### config.mk
export PLATFORM = sky130hd
export DESIGN_NAME = rv_core
export DESIGN_NICKNAME = d
export VERILOG_FILES = /design/src/rv_pkg.sv /design/src/rv_decoder.sv /design/src/rv_regfile.sv /design/src/rv_alu.sv /design/src/rv_core_ctrl.sv /design/src/rv_core.sv
export SDC_FILE = /design/constraint.sdc
export NUM_CORES = 2
export LEC_CHECK = 0
export ABC_AREA = 1
export BUFFER_PORTS_ARGS = -buffer_cell sky130_fd_sc_hd__buf_2
export CORE_ASPECT_RATIO = 0.8
export CORE_MARGIN = 1
export CORE_UTILIZATION = 45
export DETAILED_ROUTE_END_ITERATION = 16
export PLACE_DENSITY_LB_ADDON = 0.1
export SLEW_MARGIN = 25
export SYNTH_ARGS = -nofsm -noshare
export SYNTH_HDL_FRONTEND = slang
export SYNTH_SLANG_ARGS = --single-unit
export TNS_END_PERCENT = 10
### constraint.sdc
create_clock -name clk -period 35.8 [get_ports clk]
set_input_delay 7.16 -clock clk [delete_from_list [all_inputs] [get_ports clk]]
set_output_delay 7.16 -clock clk [all_outputs]
set_load 0.1 [all_outputs]
### src/rv_pkg.sv
package rv_pkg;

  localparam int XLEN     = 32;
  localparam int NUM_REGS = 32;

  typedef logic [XLEN-1:0]             word_t;      // Register, address and instruction words
  typedef logic [$clog2(NUM_REGS)-1:0] reg_addr_t;
  typedef logic [6:0]                  opcode_t;
  typedef logic [3:0]                  alu_op_t;

  // First fetch address after reset
  localparam word_t RESET_PC = 32'h0000_0000;

  // All four byte lanes, only word accesses are supported
  localparam logic [XLEN/8-1:0] WB_SEL_WORD = 4'b1111;

  // Base opcodes of the RV32I subset
  localparam opcode_t OP_LUI    = 7'b0110111;
  localparam opcode_t OP_AUIPC  = 7'b0010111;
  localparam opcode_t OP_JAL    = 7'b1101111;
  localparam opcode_t OP_JALR   = 7'b1100111;
  localparam opcode_t OP_BRANCH = 7'b1100011;
  localparam opcode_t OP_LOAD   = 7'b0000011;
  localparam opcode_t OP_STORE  = 7'b0100011;
  localparam opcode_t OP_IMM    = 7'b0010011;
  localparam opcode_t OP_REG    = 7'b0110011;
  localparam opcode_t OP_SYSTEM = 7'b1110011;

  // ALU operation codes
  localparam alu_op_t ALU_ADD  = 4'd0;
  localparam alu_op_t ALU_SUB  = 4'd1;
  localparam alu_op_t ALU_SLL  = 4'd2;
  localparam alu_op_t ALU_SLT  = 4'd3;
  localparam alu_op_t ALU_SLTU = 4'd4;
  localparam alu_op_t ALU_XOR  = 4'd5;
  localparam alu_op_t ALU_SRL  = 4'd6;
  localparam alu_op_t ALU_SRA  = 4'd7;
  localparam alu_op_t ALU_OR   = 4'd8;
  localparam alu_op_t ALU_AND  = 4'd9;

  // Decoded control bits for one instruction
  typedef struct packed {
    alu_op_t alu_op;
    logic    src_a_pc;   // Operand A is the PC
    logic    src_b_imm;  // Operand B is the immediate
    logic    reg_write;
    logic    is_branch;
    logic    is_jal;
    logic    is_jalr;
    logic    is_load;
    logic    is_store;
    logic    halt;       // ECALL or illegal encoding
  } ctrl_t;

  // Wishbone classic master outputs
  typedef struct packed {
    logic                 cyc;
    logic                 stb;
    logic                 we;
    word_t                adr;
    word_t                dat;
    logic [XLEN/8-1:0]    sel;
  } wb_req_t;

  // Wishbone slave response
  typedef struct packed {
    word_t dat;
    logic  ack;
  } wb_rsp_t;

endpackage

### src/rv_decoder.sv
`timescale 1ns/1ps

module rv_decoder
  import rv_pkg::*;
(
  input  word_t i_insn,
  output ctrl_t o_ctrl,
  output word_t o_imm
);

  opcode_t    opcode;
  logic [2:0] funct3;
  logic [6:0] funct7;
  logic       f7_zero;
  logic       f7_alt;
  logic       is_reg;
  word_t      imm_i;
  word_t      imm_s;
  word_t      imm_b;
  word_t      imm_u;
  word_t      imm_j;
  alu_op_t    alu_sel;
  logic       alu_ok;

  assign opcode  = i_insn[6:0];
  assign funct3  = i_insn[14:12];
  assign funct7  = i_insn[31:25];
  assign f7_zero = (funct7 == 7'b0000000);
  assign f7_alt  = (funct7 == 7'b0100000);  // SUB and SRA
  assign is_reg  = (opcode == OP_REG);

  // Sign-extended immediates of each format
  assign imm_i = {{20{i_insn[31]}}, i_insn[31:20]};
  assign imm_s = {{20{i_insn[31]}}, i_insn[31:25], i_insn[11:7]};
  assign imm_b = {{19{i_insn[31]}}, i_insn[31], i_insn[7], i_insn[30:25], i_insn[11:8], 1'b0};
  assign imm_u = {i_insn[31:12], 12'b0};
  assign imm_j = {{11{i_insn[31]}}, i_insn[31], i_insn[19:12], i_insn[20], i_insn[30:21], 1'b0};

  // ALU code shared by register-immediate and register-register forms
  always_comb begin
    alu_sel = ALU_ADD;
    alu_ok  = !is_reg || f7_zero;
    case (funct3)
      3'b000: begin
        alu_sel = (is_reg && f7_alt) ? ALU_SUB : ALU_ADD;
        alu_ok  = !is_reg || f7_zero || f7_alt;
      end
      3'b001: begin
        alu_sel = ALU_SLL;
        alu_ok  = f7_zero;  // SLLI upper bits must be zero too
      end
      3'b010: alu_sel = ALU_SLT;
      3'b011: alu_sel = ALU_SLTU;
      3'b100: alu_sel = ALU_XOR;
      3'b101: begin
        alu_sel = f7_alt ? ALU_SRA : ALU_SRL;
        alu_ok  = f7_zero || f7_alt;
      end
      3'b110: alu_sel = ALU_OR;
      default: alu_sel = ALU_AND;
    endcase
  end

  always_comb begin
    o_ctrl = '0;
    o_imm  = imm_i;
    case (opcode)
      OP_LUI: begin
        o_ctrl.src_b_imm = 1'b1;  // x0 + imm, rs1 index is masked at the top
        o_ctrl.reg_write = 1'b1;
        o_imm            = imm_u;
      end
      OP_AUIPC: begin
        o_ctrl.src_a_pc  = 1'b1;
        o_ctrl.src_b_imm = 1'b1;
        o_ctrl.reg_write = 1'b1;
        o_imm            = imm_u;
      end
      OP_JAL: begin
        o_ctrl.is_jal    = 1'b1;
        o_ctrl.reg_write = 1'b1;
        o_imm            = imm_j;
      end
      OP_JALR: begin
        o_ctrl.is_jalr   = (funct3 == 3'b000);
        o_ctrl.reg_write = (funct3 == 3'b000);
        o_ctrl.halt      = (funct3 != 3'b000);
      end
      OP_BRANCH: begin
        // funct3 010 and 011 are not branches
        o_ctrl.is_branch = (funct3[2:1] != 2'b01);
        o_ctrl.halt      = (funct3[2:1] == 2'b01);
        o_imm            = imm_b;
      end
      OP_LOAD: begin
        o_ctrl.is_load   = (funct3 == 3'b010);  // LW only
        o_ctrl.reg_write = (funct3 == 3'b010);
        o_ctrl.src_b_imm = 1'b1;
        o_ctrl.halt      = (funct3 != 3'b010);
      end
      OP_STORE: begin
        o_ctrl.is_store  = (funct3 == 3'b010);  // SW only
        o_ctrl.src_b_imm = 1'b1;
        o_ctrl.halt      = (funct3 != 3'b010);
        o_imm            = imm_s;
      end
      OP_IMM: begin
        o_ctrl.alu_op    = alu_sel;
        o_ctrl.src_b_imm = 1'b1;
        o_ctrl.reg_write = alu_ok;
        o_ctrl.halt      = !alu_ok;
      end
      OP_REG: begin
        o_ctrl.alu_op    = alu_sel;
        o_ctrl.reg_write = alu_ok;
        o_ctrl.halt      = !alu_ok;
      end
      OP_SYSTEM: o_ctrl.halt = 1'b1;  // ECALL stops, the rest is unsupported
      default:   o_ctrl.halt = 1'b1;
    endcase
  end

endmodule

### src/rv_regfile.sv
`timescale 1ns/1ps

module rv_regfile
  import rv_pkg::*;
(
  input  logic      clk,
  input  logic      rst,
  input  reg_addr_t i_rs1,
  input  reg_addr_t i_rs2,
  input  reg_addr_t i_rd,
  input  logic      i_we,
  input  word_t     i_rd_data,
  output word_t     o_rs1_data,
  output word_t     o_rs2_data
);

  word_t regs [NUM_REGS];

  always_ff @(posedge clk or posedge rst) begin
    if (rst) begin
      for (int i = 0; i < NUM_REGS; i++) begin
        regs[i] <= '0;
      end
    end else if (i_we && i_rd != '0) begin  // x0 is never written
      regs[i_rd] <= i_rd_data;
    end
  end

  // Combinational reads with x0 tied to zero
  assign o_rs1_data = (i_rs1 == '0) ? '0 : regs[i_rs1];
  assign o_rs2_data = (i_rs2 == '0) ? '0 : regs[i_rs2];

  // Controller keeps write-back quiet during reset
  a_no_write_in_rst: assert property (@(posedge clk) rst |-> !i_we)
    else $error("register write enabled during reset");

endmodule

### src/rv_alu.sv
`timescale 1ns/1ps

module rv_alu
  import rv_pkg::*;
(
  input  word_t      i_a,
  input  word_t      i_b,
  input  alu_op_t    i_op,
  input  logic [2:0] i_funct3,
  output word_t      o_result,
  output logic       o_taken
);

  logic [4:0] shamt;
  logic       eq;
  logic       lt_s;
  logic       lt_u;

  assign shamt = i_b[4:0];
  assign eq    = (i_a == i_b);
  assign lt_s  = ($signed(i_a) < $signed(i_b));
  assign lt_u  = (i_a < i_b);

  always_comb begin
    case (i_op)
      ALU_ADD:  o_result = i_a + i_b;
      ALU_SUB:  o_result = i_a - i_b;
      ALU_SLL:  o_result = i_a << shamt;
      ALU_SLT:  o_result = {{(XLEN-1){1'b0}}, lt_s};
      ALU_SLTU: o_result = {{(XLEN-1){1'b0}}, lt_u};
      ALU_XOR:  o_result = i_a ^ i_b;
      ALU_SRL:  o_result = i_a >> shamt;
      ALU_SRA:  o_result = $signed(i_a) >>> shamt;
      ALU_OR:   o_result = i_a | i_b;
      ALU_AND:  o_result = i_a & i_b;
      default:  o_result = i_a + i_b;
    endcase
  end

  // Branch condition from funct3
  always_comb begin
    case (i_funct3)
      3'b000:  o_taken = eq;     // BEQ
      3'b001:  o_taken = !eq;    // BNE
      3'b100:  o_taken = lt_s;   // BLT
      3'b101:  o_taken = !lt_s;  // BGE
      3'b110:  o_taken = lt_u;   // BLTU
      3'b111:  o_taken = !lt_u;  // BGEU
      default: o_taken = 1'b0;
    endcase
  end

endmodule

### src/rv_core_ctrl.sv
`timescale 1ns/1ps

module rv_core_ctrl
  import rv_pkg::*;
(
  input  logic      clk,
  input  logic      rst,
  input  ctrl_t     i_ctrl,
  input  word_t     i_imm,
  input  word_t     i_alu_result,
  input  word_t     i_rs1_data,
  input  word_t     i_rs2_data,
  input  logic      i_taken,
  input  wb_rsp_t   i_wb,
  output wb_req_t   o_wb,
  output word_t     o_insn,
  output word_t     o_pc,
  output logic      o_rf_we,
  output reg_addr_t o_rf_rd,
  output word_t     o_rf_data,
  output logic      o_halt
);

  typedef enum logic [2:0] {
    S_IDLE,
    S_FETCH,
    S_EXEC,
    S_MEM,
    S_HALT
  } state_t;

  state_t state;
  state_t state_next;
  word_t  pc;
  word_t  pc_next;
  word_t  pc_plus4;
  word_t  pc_target;
  word_t  jalr_sum;
  word_t  ir;
  logic   ack_q;      // Ack seen last cycle, forces an idle bus cycle
  logic   req;
  logic   bus_done;
  logic   is_mem;
  logic   exec_step;
  logic   store_cyc;

  assign is_mem    = i_ctrl.is_load || i_ctrl.is_store;
  assign exec_step = (state == S_EXEC) && !i_ctrl.halt && !is_mem;

  assign pc_plus4  = pc + 32'd4;
  assign pc_target = pc + i_imm;          // Branch and JAL target
  assign jalr_sum  = i_rs1_data + i_imm;

  always_comb begin
    if (i_ctrl.is_jal || (i_ctrl.is_branch && i_taken)) begin
      pc_next = pc_target;
    end else if (i_ctrl.is_jalr) begin
      pc_next = {jalr_sum[XLEN-1:1], 1'b0};
    end else begin
      pc_next = pc_plus4;
    end
  end

  // Request only in FETCH and MEM, never right after an ack
  assign req       = ((state == S_FETCH) || (state == S_MEM)) && !ack_q;
  assign bus_done  = req && i_wb.ack;
  assign store_cyc = (state == S_MEM) && i_ctrl.is_store;

  always_comb begin
    state_next = state;
    case (state)
      S_IDLE:  state_next = S_FETCH;
      S_FETCH: begin
        if (bus_done) begin
          state_next = S_EXEC;
        end
      end
      S_EXEC: begin
        if (i_ctrl.halt) begin
          state_next = S_HALT;
        end else if (is_mem) begin
          state_next = S_MEM;
        end else begin
          state_next = S_FETCH;
        end
      end
      S_MEM: begin
        if (bus_done) begin
          state_next = S_FETCH;
        end
      end
      default: state_next = S_HALT;  // Stays until reset
    endcase
  end

  always_ff @(posedge clk or posedge rst) begin
    if (rst) begin
      state <= S_IDLE;
      pc    <= RESET_PC;
      ack_q <= 1'b0;
    end else begin
      state <= state_next;
      ack_q <= bus_done;
      if (exec_step) begin
        pc <= pc_next;
      end else if ((state == S_MEM) && bus_done) begin
        pc <= pc_plus4;
      end
    end
  end

  // Instruction register
  always_ff @(posedge clk) begin
    if ((state == S_FETCH) && bus_done) begin
      ir <= i_wb.dat;
    end
  end

  // Write-back
  assign o_rf_we = (exec_step && i_ctrl.reg_write) ||
                   ((state == S_MEM) && i_ctrl.is_load && bus_done);
  assign o_rf_rd = ir[11:7];

  always_comb begin
    if (i_ctrl.is_load) begin
      o_rf_data = i_wb.dat;
    end else if (i_ctrl.is_jal || i_ctrl.is_jalr) begin
      o_rf_data = pc_plus4;  // Link address
    end else begin
      o_rf_data = i_alu_result;
    end
  end

  // Wishbone master, data address comes from the ALU
  assign o_wb.cyc = req;
  assign o_wb.stb = req;
  assign o_wb.we  = store_cyc;
  assign o_wb.adr = (state == S_MEM) ? i_alu_result : pc;
  assign o_wb.dat = store_cyc ? i_rs2_data : '0;
  assign o_wb.sel = WB_SEL_WORD;

  assign o_insn = ir;
  assign o_pc   = pc;
  assign o_halt = (state == S_HALT);

  // Bus idles for one cycle after every ack
  a_idle_after_ack: assert property (@(posedge clk) disable iff (rst)
    (o_wb.stb && i_wb.ack) |=> (!o_wb.cyc && !o_wb.stb))
    else $error("bus request held after ack");

  // Whole request held until the slave acks
  a_req_stable: assert property (@(posedge clk) disable iff (rst)
    (o_wb.stb && !i_wb.ack) |=> $stable(o_wb))
    else $error("bus request changed before ack");

  a_pc_aligned: assert property (@(posedge clk) disable iff (rst) pc[1:0] == 2'b00)
    else $error("PC not word-aligned");

endmodule

### src/rv_core.sv
`timescale 1ns/1ps

module rv_core
  import rv_pkg::*;
(
  input  logic    clk,
  input  logic    rst,
  input  wb_rsp_t i_wb,
  output wb_req_t o_wb,
  output logic    o_halt
);

  word_t     insn;
  word_t     imm;
  word_t     pc;
  word_t     rs1_data;
  word_t     rs2_data;
  word_t     alu_a;
  word_t     alu_b;
  word_t     alu_result;
  word_t     rf_data;
  ctrl_t     ctrl;
  reg_addr_t rs1_idx;
  reg_addr_t rs2_idx;
  reg_addr_t rf_rd;
  logic      rf_we;
  logic      taken;

  // LUI reads x0 so the ALU passes the immediate through
  assign rs1_idx = (insn[6:0] == OP_LUI) ? '0 : insn[19:15];
  assign rs2_idx = insn[24:20];

  // Operand selectors
  assign alu_a = ctrl.src_a_pc  ? pc  : rs1_data;
  assign alu_b = ctrl.src_b_imm ? imm : rs2_data;

  rv_decoder u_decoder (
    .i_insn (insn),
    .o_ctrl (ctrl),
    .o_imm  (imm)
  );

  rv_regfile u_regfile (
    .clk        (clk),
    .rst        (rst),
    .i_rs1      (rs1_idx),
    .i_rs2      (rs2_idx),
    .i_rd       (rf_rd),
    .i_we       (rf_we),
    .i_rd_data  (rf_data),
    .o_rs1_data (rs1_data),
    .o_rs2_data (rs2_data)
  );

  rv_alu u_alu (
    .i_a      (alu_a),
    .i_b      (alu_b),
    .i_op     (ctrl.alu_op),
    .i_funct3 (insn[14:12]),
    .o_result (alu_result),
    .o_taken  (taken)
  );

  rv_core_ctrl u_ctrl (
    .clk          (clk),
    .rst          (rst),
    .i_ctrl       (ctrl),
    .i_imm        (imm),
    .i_alu_result (alu_result),
    .i_rs1_data   (rs1_data),
    .i_rs2_data   (rs2_data),
    .i_taken      (taken),
    .i_wb         (i_wb),
    .o_wb         (o_wb),
    .o_insn       (insn),
    .o_pc         (pc),
    .o_rf_we      (rf_we),
    .o_rf_rd      (rf_rd),
    .o_rf_data    (rf_data),
    .o_halt       (o_halt)
  );

endmodule

==> results.json <==
{
  "status": "finished, violations left",
  "violations": "design-rule violations",
  "via_per_inst": 6.41,
  "synthCells": 11800,
  "swShare": 0.366,
  "die_w_um": 464,
  "critPathBufInv": 7,
  "core_um2": 169000,
  "drc": 4,
  "nets": 11500,
  "fp.dieH_um": 372,
  "numCtsBuffers": 119,
  "start_util": 0.454,
  "dr.pass1.iters": 14,
  "seq_area_um2": 27500,
  "relSlewSlack": 0.181,
  "antenna_left": 0,
  "synth_cell_type_count": 67,
  "n_fill_cell": 17300,
  "worst_ir_drop_vdd_mv": 0.0520,
  "reg2reg_depth": 32,
  "power.clock.fraction": 0.392,
  "setup_ws_ns": 18.22,
  "gp_congestion": 1.11,
  "finalSetupTns_ns": 0,
  "wire_per_inst_um": 29.4,
  "critical_path_class": "flop to output pin",
  "cts.path.max_buffers": 3,
  "hp-class": "flop to flop",
  "leakage_nw": 41.2,
  "power.density_nw_per_um2": 42.7,
  "multi_input_area_um2": 43500,
  "period_minus_slack_ns": 17.58,
  "ys_seq_area_frac": 0.357,
  "grt_overflow_total": 0,
  "final_cells": 13700,
  "hold_violations": 0,
  "drv_cap": 0,
  "setup_viol": 0,
  "grtUsageTotal": 0.453,
  "clockRootBuffer": "clkbuf_16",
  "post_cts_buffers": 0,
  "synthToLayoutAreaGrowth_pct": 6.77,
  "die_area_um2": 173000,
  "holdPathStages": 0,
  "vias": 87600,
  "cp_slowest_stage_delay_ns": 0.79,
  "grt_antenna_before_repair": 13,
  "portBuffers": 102,
  "ctsResizeCount": 0,
  "power.switching_w": 0.00128,
  "fmax_ghz": 0.0569,
  "p_seq_frac": 0.376,
  "placedCellCount": 13500,
  "grt_max_degree": 196,
  "tightest_slew_ns": 1.22,
  "slowest_stage": "buf_4",
  "cts_sinks": 1092,
  "grt_pass1_vias": 78900,
  "clkTransAtPathRegs_ns": 0.07,
  "synthFlopType": "dfrtp_1",
  "drive_above_1_share": 0.0590,
  "crit_path_end_kind": "output pin",
  "drv_slew": 0,
  "wl_mm": 403,
  "cts_tree": "built",
  "crit_path_max_fanout": 72,
  "postCtsHoldBufs": 0,
  "boundaryPins": 107,
  "cts_max_level": 3,
  "syn_area_um2": 76900,
  "ys.warnings.count": 0,
  "dp_slack_ns": 19.65,
  "finClkSkew_ns": 0.0816,
  "p_int_w": 0.00222,
  "path_delay_family": "buffers and inverters",
  "clock_insertion_delay_worst_skew_ns": 0.83,
  "comb_power_share": 0.232,
  "drt-initial-drc-count": 16300,
  "grt_pass1_wl_mm": 574,
  "crit_top_cell": "nand3_1",
  "cp.depth": 25,
  "required_ns": 28.64,
  "arrival_ns": 10.42,
  "hpwl_mm": 267,
  "ys_async_sr_fraction": 0.971,
  "std_cell_rows": 135,
  "avgSynthCellArea_um2": 6.51,
  "synth-seq-cells": 1092,
  "rsz0062_at_grt": "no",
  "synth_edf_count": 32,
  "start_kind": "flop",
  "finalCritPeriodShare": 0.491
}
## layout by cell type (no fill, tap or decap), drive strengths merged, types with 18 or more instances in the layout
master | synthesis | routed
a21oi | 245 | 245
o22ai | 80 | 80
nor3 | 75 | 75
inv | 448 | 434
nand3 | 1822 | 1822
bufinv | 0 | 18
ha | 159 | 159
xor2 | 71 | 71
dfrtp | 1060 | 1060
a31oi | 26 | 26
o21ai | 821 | 821
or2 | 20 | 20
nand2 | 4706 | 4706
clkbuf | 530 | 164
clkinv | 9 | 57
o211ai | 67 | 67
o2111ai | 21 | 21
buf | 409 | 321
o221ai | 198 | 198
edfxtp | 32 | 32
nand4 | 44 | 44
nor2 | 842 | 842
## routing by layer
layer | global-route usage | wire length, µm | up-vias
li1 | - | - | 37800
met1 | 0.662 | 167000 | 41800
met2 | 0.595 | 154000 | 7018
met3 | 0.152 | 61700 | 1064
met4 | 0.199 | 20000 | 18
met5 | 0 | 115 | -
## through the flow
stage | instance area, µm² | hold slack (ns) | total power (W) | util
6_report | 82100 | 0.402 | 0.00351 | 0.485
5_1_grt | 82100 | 0.417 | 0.00359 | 0.485
4_1_cts | 82100 | 0.405 | 0.00348 | 0.485
3_5_place_dp | 77800 | 0.390 | 0.00212 | 0.459
3_3_place_gp | 77800 | 0.386 | 0.00212 | 0.459
2_1_floorplan | 76900 | 0.449 | 0.00185 | -
## logic make-up after synthesis
| family | after synthesis | synth area share |
|---|---|---|
| AOI/OAI and AO/OA | 1546 | 0.119 |
| xor gates and xnor gates | 80 | 0.00911 |
| adders and majority gates | 163 | 0.0269 |
| buffers and inverters | 1402 | 0.0818 |
| DFF | 1092 | 0.357 |
| other | 1 | 0.0000488 |
| and+or+nand+nor | 7527 | 0.406 |
## path summary, 6_finish.rpt
kind	start	end	slack (ns)
setup / recovery	u_ctrl.o_insn[20]	o_wb[67]	18.22
hold / removal	u_regfile.regs[999]	u_regfile.regs[999]	0.40
setup reg to reg	u_ctrl.o_insn[3]	u_ctrl.o_pc[14]	25.16
hold reg to reg	u_regfile.regs[999]	u_regfile.regs[999]	0.40
max in group asynchronous	rst	u_regfile.regs[573]	25.38
min in group asynchronous	rst	u_regfile.regs[457]	6.47
## registers in the layout, summed over array words and instances (netlist names)
signal and cells:
u_ctrl.ack_q 1, u_ctrl.o_insn 32, u_ctrl.o_pc 32, u_ctrl.state 3, u_regfile.regs 1024
## cell usage after synthesis (all sizes together) (2+ instances only)
cell type       n  area, µm²
nor2          842       3200
ha            159       1990
clkbuf        530       2010
o2111ai        21        184
buf           409       2510
nand3        1822       9190
and2            5       31.3
xor2           71        622
nor4            5       31.3
nand2        4706      17700
a21boi          9       67.6
fa              4       80.1
o31ai           6       45.0
clkinv          9       33.8
a221oi         10       87.6
xnor2           9       78.8
a21o            7       52.6
o21ai         821       4120
nor3           75        584
o22ai          80        513
dfrtp        1060      26500
nand3b          5       37.5
a22oi           2       15.0
nand4          44        275
o21bai         11       82.6
a211oi         10       75.1
o41ai           2       17.5
dlygate4sd1     6       52.6
a41oi          15        131
a31oi          26        163
edfxtp         32        961
a21oi         245       1230
or2            20        125
o221ai        198       1730
o21a            7       52.6
o211ai         67        503
inv           448       1690
a2111oi         4       35.0
## power groups by stage
stage | registers (W) | logic [W] | clock network, W
6_report | 0.00132 | 0.000814 | 0.00138
3_3_place_gp | 0.00133 | 0.000781 | 0
4_1_cts | 0.00131 | 0.000784 | 0.00138
2_1_floorplan | 0.00130 | 0.000549 | 0
5_1_grt | 0.00131 | 0.000854 | 0.00143
3_5_place_dp | 0.00133 | 0.000782 | 0
## layout make-up
class	instances	area share
Antenna cell	4	0.000122
Multi-Input combinational cell	9320	0.529
Timing Repair Buffer	321	0.0274
Inverter	457	0.0215
Clock inverter	61	0.0115
Tap cell	2260	0.0344
Sequential cell	1092	0.335
Clock buffer	164	0.0410
(Power assumes the default switching activity.)
